[config.mk]
export PLATFORM = sky130hd
export DESIGN_NAME = pc_reg
export DESIGN_NICKNAME = d
export VERILOG_FILES = /design/src/common/rv_pkg.sv /design/src/source/pc_reg.sv
export SDC_FILE = /design/constraint.sdc
export NUM_CORES = 1
export LEC_CHECK = 0
export BUFFER_PORTS_ARGS = -buffer_cell sky130_fd_sc_hd__buf_2
export CORE_ASPECT_RATIO = 1.25
export CORE_MARGIN = 3
export CORE_UTILIZATION = 35
export CTS_CLUSTER_SIZE = 28
export DETAILED_ROUTE_END_ITERATION = 7
export GPL_TIMING_DRIVEN = 1
export PLACE_DENSITY = 0.67
export SLEW_MARGIN = 20
export SYNTH_ARGS = -nofsm -noshare
export SYNTH_HDL_FRONTEND = slang
export SYNTH_SLANG_ARGS = --single-unit
export TNS_END_PERCENT = 30
[constraint.sdc]
create_clock -name clk -period 3.1 [get_ports clk]
set_input_delay 0.31 -clock clk [delete_from_list [all_inputs] [get_ports clk]]
set_output_delay 0.31 -clock clk [all_outputs]
set_load 0.1 [all_outputs]
[src/common/rv_pkg.sv]
package rv_pkg;

    localparam int XLEN   = 64;
    localparam int INST_W = 32;
    localparam int REG_AW = 5;

    // major opcodes
    localparam logic [6:0] OP_R      = 7'b0110011;
    localparam logic [6:0] OP_I      = 7'b0010011;
    localparam logic [6:0] OP_RW     = 7'b0111011;
    localparam logic [6:0] OP_LOAD   = 7'b0000011;
    localparam logic [6:0] OP_STORE  = 7'b0100011;
    localparam logic [6:0] OP_BRANCH = 7'b1100011;
    localparam logic [6:0] OP_JAL    = 7'b1101111;
    localparam logic [6:0] OP_JALR   = 7'b1100111;
    localparam logic [6:0] OP_LUI    = 7'b0110111;
    localparam logic [6:0] OP_AUIPC  = 7'b0010111;

    localparam logic [INST_W-1:0] INST_EBREAK = 32'h0010_0073;

    // funct3 values
    localparam logic [2:0] F3_ADD_SUB = 3'b000;  // also addi, addw
    localparam logic [2:0] F3_SLTIU   = 3'b011;
    localparam logic [2:0] F3_LW      = 3'b010;
    localparam logic [2:0] F3_SD      = 3'b011;
    localparam logic [2:0] F3_BNE     = 3'b001;
    localparam logic [2:0] F3_JALR    = 3'b000;

    // funct7 values
    localparam logic [6:0] F7_ADD = 7'b0000000;
    localparam logic [6:0] F7_SUB = 7'b0100000;

    typedef enum logic [1:0] {
        ALU_ADD  = 2'd0,
        ALU_SUB  = 2'd1,
        ALU_SLTU = 2'd2,
        ALU_AND  = 2'd3
    } alu_op_e;

    typedef enum logic [2:0] {
        IMM_I = 3'd0,
        IMM_S = 3'd1,
        IMM_B = 3'd2,
        IMM_J = 3'd3,
        IMM_U = 3'd4
    } imm_sel_e;

    typedef enum logic [1:0] {
        SRC_REG     = 2'd0,  // rs1, rs2
        SRC_IMM     = 2'd1,  // rs1, imm
        SRC_IMM_PC  = 2'd2,  // pc, imm
        SRC_FOUR_PC = 2'd3   // pc, 4
    } src_sel_e;

    typedef enum logic [1:0] {
        EXT_NONE   = 2'd0,
        EXT_WORD   = 2'd1,  // sext of alu low word
        EXT_LOAD_W = 2'd2   // sext of loaded word
    } ext_sel_e;

endpackage

[src/source/pc_reg.sv]
`timescale 1ns/1ps

module pc_reg #(
    parameter logic [rv_pkg::XLEN-1:0] RESET_PC = 64'h8000_0000
) (
    input  logic                    clk,
    input  logic                    arst_n,
    input  logic                    branch_taken,
    input  logic                    jump,
    input  logic                    jalr,
    input  logic [rv_pkg::XLEN-1:0] imm,
    input  logic [rv_pkg::XLEN-1:0] alu_result,
    input  logic                    ebreak,
    output logic [rv_pkg::XLEN-1:0] pc,
    output logic                    running,
    output logic                    halted
);
    import rv_pkg::*;

    logic [XLEN-1:0] next_pc;

    always_comb begin
        if (ebreak) begin
            next_pc = pc;  // park on the ebreak
        end else if (jalr) begin
            next_pc = {alu_result[XLEN-1:1], 1'b0};
        end else if (jump || branch_taken) begin
            next_pc = pc + imm;
        end else begin
            next_pc = pc + XLEN'(4);
        end
    end

    always_ff @(posedge clk or negedge arst_n) begin
        if (!arst_n) begin
            pc      <= RESET_PC;
            running <= 1'b0;
            halted  <= 1'b0;
        end else begin
            running <= 1'b1;
            if (running && !halted) begin
                pc <= next_pc;
                if (ebreak) begin
                    halted <= 1'b1;  // sticky until reset
                end
            end
        end
    end

endmodule

==> results of run 1 <==
[worst max-delay path, cell delays in order (launching register included)]
cell and delay [ns]:
dfrtp_4 0.49, ha_4 0.17, fa_2 0.34, a21o_1 0.18, a221o_2 0.37, a221oi_4 0.26
buf_6 0.15, o32ai_2 0.10, o31ai_4 0.26, buf_4 0.18, o41ai_2 0.07, nand2_1 0.10
nand2_1 0.07, xnor2_1 0.18, o221ai_1 0.12
[final cells by class]
type | count | area, um^2
Antenna cell | 1 | 2.50
Clock buffer | 10 | 239
Clock inverter | 6 | 90.1
Fill cell | 2350 | 12200
Inverter | 14 | 52.6
Multi-Input combinational cell | 1009 | 6950
Sequential cell | 66 | 1700
Tap cell | 325 | 407
Timing Repair Buffer | 355 | 2200
[cell usage after synthesis, types with 4 or more instances]
| master | count |
|---|---|
| nand2b_1 | 7 |
| nand4_1 | 35 |
| a31oi_1 | 13 |
| or3_1 | 8 |
| a21oi_2 | 5 |
| o21a_1 | 9 |
| and2_1 | 7 |
| dfrtp_1 | 65 |
| a21o_1 | 44 |
| o2111ai_1 | 5 |
| a211oi_1 | 25 |
| a21oi_1 | 126 |
| ha_1 | 64 |
| or2_2 | 4 |
| o211ai_1 | 10 |
| a221oi_1 | 5 |
| nor2b_1 | 10 |
| and3_1 | 27 |
| xnor2_1 | 53 |
| o22ai_1 | 7 |
| nand2_1 | 130 |
| or4_1 | 4 |
| nor3_1 | 18 |
| nor4_1 | 8 |
| o21bai_1 | 12 |
| xor2_1 | 46 |
| o221ai_1 | 10 |
| nor2_1 | 86 |
| a22oi_1 | 5 |
| and4_1 | 10 |
| buf_2 | 17 |
| clkbuf_1 | 49 |
| nand3_1 | 43 |
| inv_1 | 13 |
| o21ai_1 | 17 |
| o21ai_0 | 91 |
[routing by layer]
layer	vias to the layer above	part of all wire, %
met4	0	5.0
met5	-	0
met2	494	49
li1	4914	-
met1	4932	40
met3	114	6.9
[layout by cell type, fill, tap and decap left out, drive strengths merged, types with 11 or more instances in the layout]
cell and instances:
a31oi 13, nand2 132, buf 355, nor3 20, nand3 45, a211oi 25
a21oi 131, o221ai 11, xor2 46, o21ai 108, a21o 45, ha 64
nor2 88, and3 27, o211ai 12, inv 13, nand4 35, dfrtp 65
o21bai 12, xnor2 53
[through the flow]
step | hold WS [ns] | power, mW | setup TNS (ns)
after floorplan | 0.0144 | 5.09 | -1.40
after global placement | 0.427 | 6.63 | -0.839
after detailed placement | 0.428 | 6.67 | -1.33
after CTS | 0.0367 | 8.01 | -0.447
after global routing | 0.0588 | 8.67 | -2.59
final | 0.0173 | 8.23 | -0.506
[how the worst min path moves through the flow]
stage	from	end	slack (ns)	cells past startpoint
floorplan	arst_n	halted	0.01	0
CTS	arst_n	pc[0]	0.04	1
global route	arst_n	pc[0]	0.06	1
finish	arst_n	running	0.02	1
detailed placement	arst_n	pc[0]	0.43	1
global placement	arst_n	running	0.43	1
[cell families after synthesis]
| group | count (synthesis) | share of synthesized area [%] |
|---|---|---|
| xor gates and xnor gates | 99 | 10.1 |
| DFF | 66 | 19.3 |
| and+or+nand+nor | 415 | 24.2 |
| muxes | 2 | 0.263 |
| buffers and inverters | 82 | 3.89 |
| AOI/OAI and AO/OA | 427 | 32.5 |
| other | 1 | 0.0438 |
| adders and majority gates | 65 | 9.59 |
[repair_timing]
action / 4_1_cts / 5_1_grt
resized for setup: 23 / 37
hold endpoints to repair: 0 / 0
buffers inserted: 2 / 4
endpoints found under the setup margin: 23 / 34
pin swaps: 12 / 22
[power by group through the flow]
stage	clock (mW)	sequential, mW	combinational [mW]
after CTS	1.22	1.25	5.55
after floorplan	0	2.70	2.39
final	1.21	1.26	5.76
after global routing	1.25	1.28	6.14
after detailed placement	0	1.26	5.41
after global placement	0	1.25	5.38
==> impl_metrics.toml, run 1 <==
[outcome]
status = "complete, but fails checks"
violations = "negative setup slack"

[place]
dp_cells = 1763
post-dp-hpwl_mm = 28.6
gp_congestion = 0.990
placed_area_mm2 = 0.0109
pre_cts_slack_ns = -0.164
portBuffers = 198

[power_and_ir_drop]
internal_power_mw = 3.81
p_per_area_mw_per_mm2 = 706
ir_drop_v = 0.000407
p_sw_share_pct = 53.7
p_switching_mw = 4.42
clock_power_share_pct = 14.6
p_leak_nw = 5.23
p_comb_share_pct = 70.0
seq_power_share_pct = 15.3

[global_routing]
grt_max_degree = 51
met1_usage_pct = 31.8
grtUsageMet3_pct = 4.67
antenna_found_initial = 1
use_met2_pct = 45.5
top_usage_layer = "met2"
grt_pass1_vias = 10300
grt_pass1_wl_mm = 55.9
gr-total-overflow = 0
track_usage_pct = 26.6

[clocking]
cts_hold_buf = 0
cts_made_buffers = 9
cts-root-buf = "clkbuf_16"
cts_tree = "built"
htree_num_levels = 3
clkTransAtPathRegs_ns = 0.07
cts_buffer_depth = 2
insertion_delay_ns = 0.36
clkSinkCount = 66

[drt]
drtAntennaViolNets = 0
drtIter0Drc = 994
drcViolationCount = 0
dr.pass1.iters = 5
avgViaCountPerCell = 5.85
wl_mm = 36.5
vias = 10500
route.detailed.wl_per_inst_um = 20.4

[run]
maxCapViolCount = 0

[yosys]
synth_edf_count = 0
ys_ff_latch = 66
yosysWarnings = 0
seq_area_frac_synth_pct = 19.3
synth_top_area_cell = "dfrtp_1"
yosysTopAreaCellShare_pct = 19.0
synthTopCellsByArea = "dfrtp_1, ha_1, a21oi_1"
synth_nets = 1356
ys_async_sr_fraction_pct = 100
avgSynthCellArea_um2 = 7.39
yosysUniqueCellTypes = 81
syn_area_mm2 = 0.00855
synth_top_flop_cell = "dfrtp_1"
netlist_instances = 1157

[floorplan]
die_height_um = 181
rows = 63
io_pins = 200
core_mm2 = 0.0239
start_util_pct = 35.8
die_area_mm2 = 0.0264
die_x_um = 146

[setup_path]
r2r_cells = 14
r2r-end = "pc[48]"
rr_startpoint = "pc[0]"
critPathMaxFanout = 3
worstPathArrival_ns = 3.42
path_class = "reg -> reg"
r2r_slack_ns = -0.09
startpoint = "pc[0]"
start_kind = "register"
cp.required_ns = 3.33
cp-endpoint = "pc[48]"
cp-end-kind = "register"

[timing]
hold_violations = 0
setup_viol = 10
slew_headroom_pct = 47.5
tightest_slew_ns = 0.787
finalClockSkew_ns = 0.00972
clock.fmax_mhz = 314
finalCriticalPeriod_ns = 3.19
rsz0062_at_grt = "true"
post-route-worst-setup-slack_ns = -0.0895
period_share_pct = 103
finalMaxSlewViolations = 0

[finish]
largest_reg_flops = 64
final_nets = 1654
syn2layout_area_growth_pct = 36.2
postLayoutCoreUtil_pct = 48.8
post_layout_nonfiller_instances = 1786
final_area_mm2 = 0.0116
layout-drive-gt1-share_pct = 34.3

[hold_path]
hold_class = "in -> async"
Power figures use the tool's default switching activity.
==> run 2, diff against run 1 <==
--- a/config.mk
+++ b/config.mk
@@ -6,7 +6,6 @@
 export NUM_CORES = 1
 export LEC_CHECK = 0
 export BUFFER_PORTS_ARGS = -buffer_cell sky130_fd_sc_hd__buf_2
-export CORE_ASPECT_RATIO = 1.25
 export CORE_MARGIN = 3
 export CORE_UTILIZATION = 35
 export CTS_CLUSTER_SIZE = 28
==> run 2 against run 1 <==
Net effect: the run still ends with negative setup slack left; first-iteration DRC count fell by 1.4%; sequential power barely moved; register-to-register slack got worse by 0.03 ns; critical path type unchanged; via count fell by 0.75%; global-route usage fell by 0.18 points; largest power group unchanged; hold slack improved by 0.016 ns; critical endpoint is now pc[60]; clock power fell by 11%; count of clock-buffer cells in the layout rose by 3; sequential cell count did not move.
==> impl_metrics.toml, run 2 (synthesized netlist as in run 1, its figures left out) <==
[timing]
finalCriticalPeriod_ns = 3.22
clock.fmax_mhz = 310
rsz0062_at_grt = "true"
final.setup.tns_ns = -1.00
setup_viol = 17
tightest_slew_ns = 0.777
finalMaxSlewViolations = 0
slew_headroom_pct = 48.0
finalClockSkew_ns = 0.00913
period_share_pct = 104
hold_violations = 0
post-route-worst-setup-slack_ns = -0.124

[finish]
final_common_cell = "buf_2"
seqCellArea_mm2 = 0.00170
largest_reg_flops = 64
final_area_mm2 = 0.0116
layout-drive-gt1-share_pct = 33.7
mostFrequentLayoutCells = "buf_2, buf_4, nand2_1, a21oi_1, nor2_1"
syn2layout_area_growth_pct = 35.2
antenna_cells = 0
post_layout_nonfiller_instances = 1786
final_nets = 1661
multiInputGateArea_mm2 = 0.00686
fillCellCount = 2398

[setup_path]
r2r-end = "pc[60]"
cp-end-kind = "register"
r2r_slack_ns = -0.12
worstPathArrival_ns = 3.45
critPathMaxFanout = 4
cp.required_ns = 3.33
cp-endpoint = "pc[60]"
startpoint = "pc[0]"
rr_startpoint = "pc[0]"
r2r_cells = 12
start_kind = "register"
path_class = "reg -> reg"

[global_routing]
grt_max_degree = 83
gr-total-overflow = 0
grt_pass1_vias = 10100
antenna_found_initial = 1
track_usage_pct = 26.4
grt_pass1_wl_mm = 54.9

[clocking]
htree_num_levels = 3
cts_hold_buf = 0
clkSinkCount = 66
cts_tree = "built"
insertion_delay_ns = 0.35
cts_made_buffers = 9
cts-root-buf = "clkbuf_16"
clkTransAtPathRegs_ns = 0.06
cts_buffer_depth = 2

[floorplan]
io_pins = 200
die_height_um = 162
die_x_um = 162
start_util_pct = 36.0
rows = 56
die_area_mm2 = 0.0264
core_mm2 = 0.0238

[hold_path]
hold_class = "in -> async"

[power_and_ir_drop]
p_leak_nw = 5.23
internal_power_mw = 3.67
seq_power_share_pct = 15.7
p_sw_share_pct = 54.1
ir_drop_v = 0.000445
p_per_area_mw_per_mm2 = 691
p_comb_share_pct = 70.7
p_switching_mw = 4.32
clock_power_share_pct = 13.5

[run]
maxCapViolCount = 0

[drt]
vias = 10400
drtAntennaViolNets = 0
wl_mm = 36.0
dr.pass1.iters = 5
avgViaCountPerCell = 5.81
drtIter0Drc = 980
drcViolationCount = 0
route.detailed.wl_per_inst_um = 20.2

[place]
post-dp-hpwl_mm = 27.9
dp_cells = 1767
gp_congestion = 0.951
portBuffers = 198
placed_area_mm2 = 0.0110

[outcome]
violations = "negative setup slack"
status = "complete, but fails checks"
run 2: layout make-up:
| cell class | count | share of cell area (%) |
|---|---|---|
| Inverter | 14 | 0.454 |
| Clock buffer | 13 | 2.16 |
| Clock inverter | 3 | 0.346 |
| Multi-Input combinational cell | 1009 | 59.3 |
| Tap cell | 319 | 3.45 |
| Sequential cell | 66 | 14.7 |
| Timing Repair Buffer | 362 | 19.6 |
run 2: how the worst min path moves through the flow:
stage	slack, ns	start	to
after global placement	0.43	arst_n	pc[25]
after floorplan	0.01	arst_n	halted
after detailed placement	0.44	arst_n	pc[25]
final	0.03	arst_n	pc[20]
after CTS	0.06	arst_n	pc[20]
after global routing	0.09	arst_n	pc[17]
run 2: power by group through the flow:
| stage | Sequential [mW] | Clock (mW) | Combinational [mW] |
|---|---|---|---|
| CTS | 1.25 | 1.09 | 5.51 |
| global route | 1.28 | 1.14 | 6.04 |
| detailed placement | 1.26 | 0 | 5.42 |
| finish | 1.26 | 1.08 | 5.66 |
| global placement | 1.25 | 0 | 5.39 |
| floorplan | 2.70 | 0 | 2.39 |
run 2: layer usage:
metal / wire length (um) / track usage (%) / up-vias
met4: 920 / 7.64 / 2
met5: 13 / 0 / -
met2: 17000 / 44.0 / 415
li1: - / - / 4935
met3: 2340 / 4.58 / 64
met1: 15800 / 35.1 / 4960
run 2: worst max-delay path, cell delays in order (launching register included):
cell	delay, ns
dfrtp_4	0.49
ha_4	0.17
fa_2	0.34
a21o_1	0.18
a221o_2	0.38
a221oi_4	0.34
o32ai_2	0.20
o31ai_4	0.27
nor3_4	0.09
nor2_2	0.19
o21ai_1	0.18
xnor2_1	0.18
a21oi_1	0.08
run 2: repair_timing:
action / in CTS / in global routing
setup buffers: 3 / 0
pin swaps: 8 / 15
gates cloned: 0 / 0
setup endpoints to repair: 20 / 39
gates resized for setup: 14 / 33
run 2: metrics by stage:
| step | util [%] | setup WS (ns) | power [mW] | hold slack (ns) |
|---|---|---|---|---|
| floorplan | - | -0.182 | 5.09 | 0.0144 |
| global placement | 46.4 | -0.182 | 6.64 | 0.433 |
| detailed placement | 46.4 | -0.192 | 6.68 | 0.435 |
| CTS | 47.9 | -0.119 | 7.86 | 0.0594 |
| global route | 48.7 | -0.283 | 8.46 | 0.0904 |
| finish | 48.7 | -0.124 | 8.00 | 0.0335 |
==> run 3, diff against run 2 <==
--- a/config.mk
+++ b/config.mk
@@ -6,11 +6,11 @@
 export NUM_CORES = 1
 export LEC_CHECK = 0
 export BUFFER_PORTS_ARGS = -buffer_cell sky130_fd_sc_hd__buf_2
-export CORE_MARGIN = 3
 export CORE_UTILIZATION = 35
 export CTS_CLUSTER_SIZE = 28
 export DETAILED_ROUTE_END_ITERATION = 7
 export GPL_TIMING_DRIVEN = 1
+export HOLD_SLACK_MARGIN = 0.03
 export PLACE_DENSITY = 0.67
 export SLEW_MARGIN = 20
 export SYNTH_ARGS = -nofsm -noshare
==> run 3 against run 2 <==
Net effect: the run still ends with negative setup slack left; sequential share of layout area increased by 0.16 points; via count decreased by 0.70%; combinational power shrank 2%; non-clock buffer count shrank 18; clock skew is 0.0051 ns higher; register-to-register slack is essentially flat; largest power group unchanged.
==> impl_metrics.toml, run 3 (synthesized netlist as in run 1, its figures left out) <==
[setup_path]
startpoint = "pc[0]"
path_buf_inv = 1
start_kind = "register"
max_stage_delay_ns = 0.49
cp-end-kind = "register"
r2r-end = "pc[62]"
path_depth = 13
critPathMaxFanout = 3
slowest_stage = "dfrtp_4"
r2r_slack_ns = -0.12
worstPathArrival_ns = 3.50
rr_startpoint = "pc[0]"
path_class = "reg -> reg"
r2r_cells = 13
cp.required_ns = 3.39
crit_chain = "ha_4 -> fa_2 -> a21o_1 -> a221o_2 -> a221oi_4 -> buf_4 -> o31ai_4 -> a21oi_4 -> o2111ai_2 -> o221a_2 -> nand3_2 -> mux2_4 -> a21oi_2"
critical-path-top-delay-family = "compound AO/OA/AOI/OAI gates"

[clocking]
cts_buffer_depth = 2
cts_tree = "built"
cts-root-buf = "clkbuf_16"
clkTransAtPathRegs_ns = 0.06
htree_num_levels = 3
insertion_delay_ns = 0.36
cts_made_buffers = 9
clkSinkCount = 66

[power_and_ir_drop]
ir_drop_v = 0.000349
p_comb_share_pct = 70.2
p_switching_mw = 4.31
p_total_mw = 7.91
p_sw_share_pct = 54.5
internal_power_mw = 3.60
clock_power_share_pct = 13.8
p_per_area_mw_per_mm2 = 691
seq_power_share_pct = 16.1
p_leak_nw = 5.14

[floorplan]
rows = 56
core_mm2 = 0.0238
die_x_um = 158
start_util_pct = 36.0
die_area_mm2 = 0.0251
die_height_um = 158
io_pins = 200

[global_routing]
grt_pass1_wl_mm = 53.5
antenna_found_initial = 0
gr-total-overflow = 0
track_usage_pct = 28.1
grt_pass1_vias = 9827
grt_max_degree = 44

[timing]
clock.fmax_mhz = 311
finalMaxSlewViolations = 0
slew_headroom_pct = 43.4
setup_viol = 13
hold_violations = 0
rsz0062_at_grt = "true"
post-route-worst-setup-slack_ns = -0.118
finalClockSkew_ns = 0.0142
tightest_slew_ns = 0.846
period_share_pct = 104
finalCriticalPeriod_ns = 3.22
final.setup.tns_ns = -0.690
hold_slack_ns = 0.170

[place]
dp_cells = 1746
pre_cts_slack_ns = -0.198
placed_area_mm2 = 0.0108
gp_congestion = 1.01
portBuffers = 198
post-dp-hpwl_mm = 27.1

[hold_path]
hold-path-endpoint = "halted"
hold_class = "in -> reg"
hold_path_startpoint = "ebreak"
hold_depth = 2

[outcome]
status = "complete, but fails checks"
violations = "negative setup slack"

[drt]
dr.pass1.iters = 7
vias = 10300
route.detailed.wl_per_inst_um = 20.0
drtIter0Drc = 983
drtAntennaViolNets = 0
wl_mm = 35.3
drcViolationCount = 0
avgViaCountPerCell = 5.83

[finish]
final_nets = 1643
postLayoutCoreUtil_pct = 48.2
final_area_mm2 = 0.0114
final_common_cell = "buf_2"
syn2layout_area_growth_pct = 33.8
mostFrequentLayoutCells = "buf_2, buf_4, nand2_1, a21oi_1, nor2_1"
layout-drive-gt1-share_pct = 33.0
post_layout_nonfiller_instances = 1768
antenna_cells = 0
largest_reg_flops = 64

[run]
maxCapViolCount = 0
[run 3: cell count changes in the layout (fill, tap and decap cells not counted), sizes merged]
cell	delta
buf	-19
dlygate4sd3	+1
[run 3: worst reg2reg max path: stages (launching register included)]
cell	delay (ns)
dfrtp_4	0.49
ha_4	0.17
fa_2	0.33
a21o_1	0.18
a221o_2	0.38
a221oi_4	0.30
buf_4	0.18
o31ai_4	0.07
a21oi_4	0.21
o2111ai_2	0.14
o221a_2	0.18
nand3_2	0.09
mux2_4	0.30
a21oi_2	0.13
[run 3: what timing repair did]
item	in CTS	in global routing
endpoints found under the setup margin	25	37
hold buffers	1	0
hold endpoints to repair	23	0
resized for setup	17	36
buffers inserted	2	3
pin swaps	11	14
[run 3: worst max path at each step]
stage                     endpoint
after floorplan             pc[54]
after global placement      pc[61]
after detailed placement    pc[61]
after CTS                   pc[54]
after global routing        pc[40]
final                       pc[62]
[run 3: power groups by stage]
stage / Combinational (mW) / Clock (mW) / Sequential [mW]
floorplan: 2.39 / 0 / 2.70
global placement: 5.24 / 0 / 1.27
detailed placement: 5.27 / 0 / 1.27
CTS: 5.37 / 1.10 / 1.26
global route: 5.94 / 1.13 / 1.30
finish: 5.55 / 1.09 / 1.27
[run 3: layout make-up]
cell class                      count  area [um^2]
Sequential cell                    66         1700
Timing Repair Buffer              344         2120
Clock inverter                      3         40.0
Tap cell                          319          399
Fill cell                        2344        12300
Multi-Input combinational cell   1009         6880
Inverter                           14         52.6
Clock buffer                       13          250
[run 3: layer usage]
layer / vias up / share of wire [%] / GRT usage (%) / wire length [um]
met3: 72 / 7.8 / 4.57 / 2760
li1: 4896 / - / - / -
met4: 0 / 3.2 / 10.9 / 1140
met2: 473 / 46 / 45.7 / 16300
met1: 4862 / 43 / 36.9 / 15200
met5: - / 0 / 0 / 0
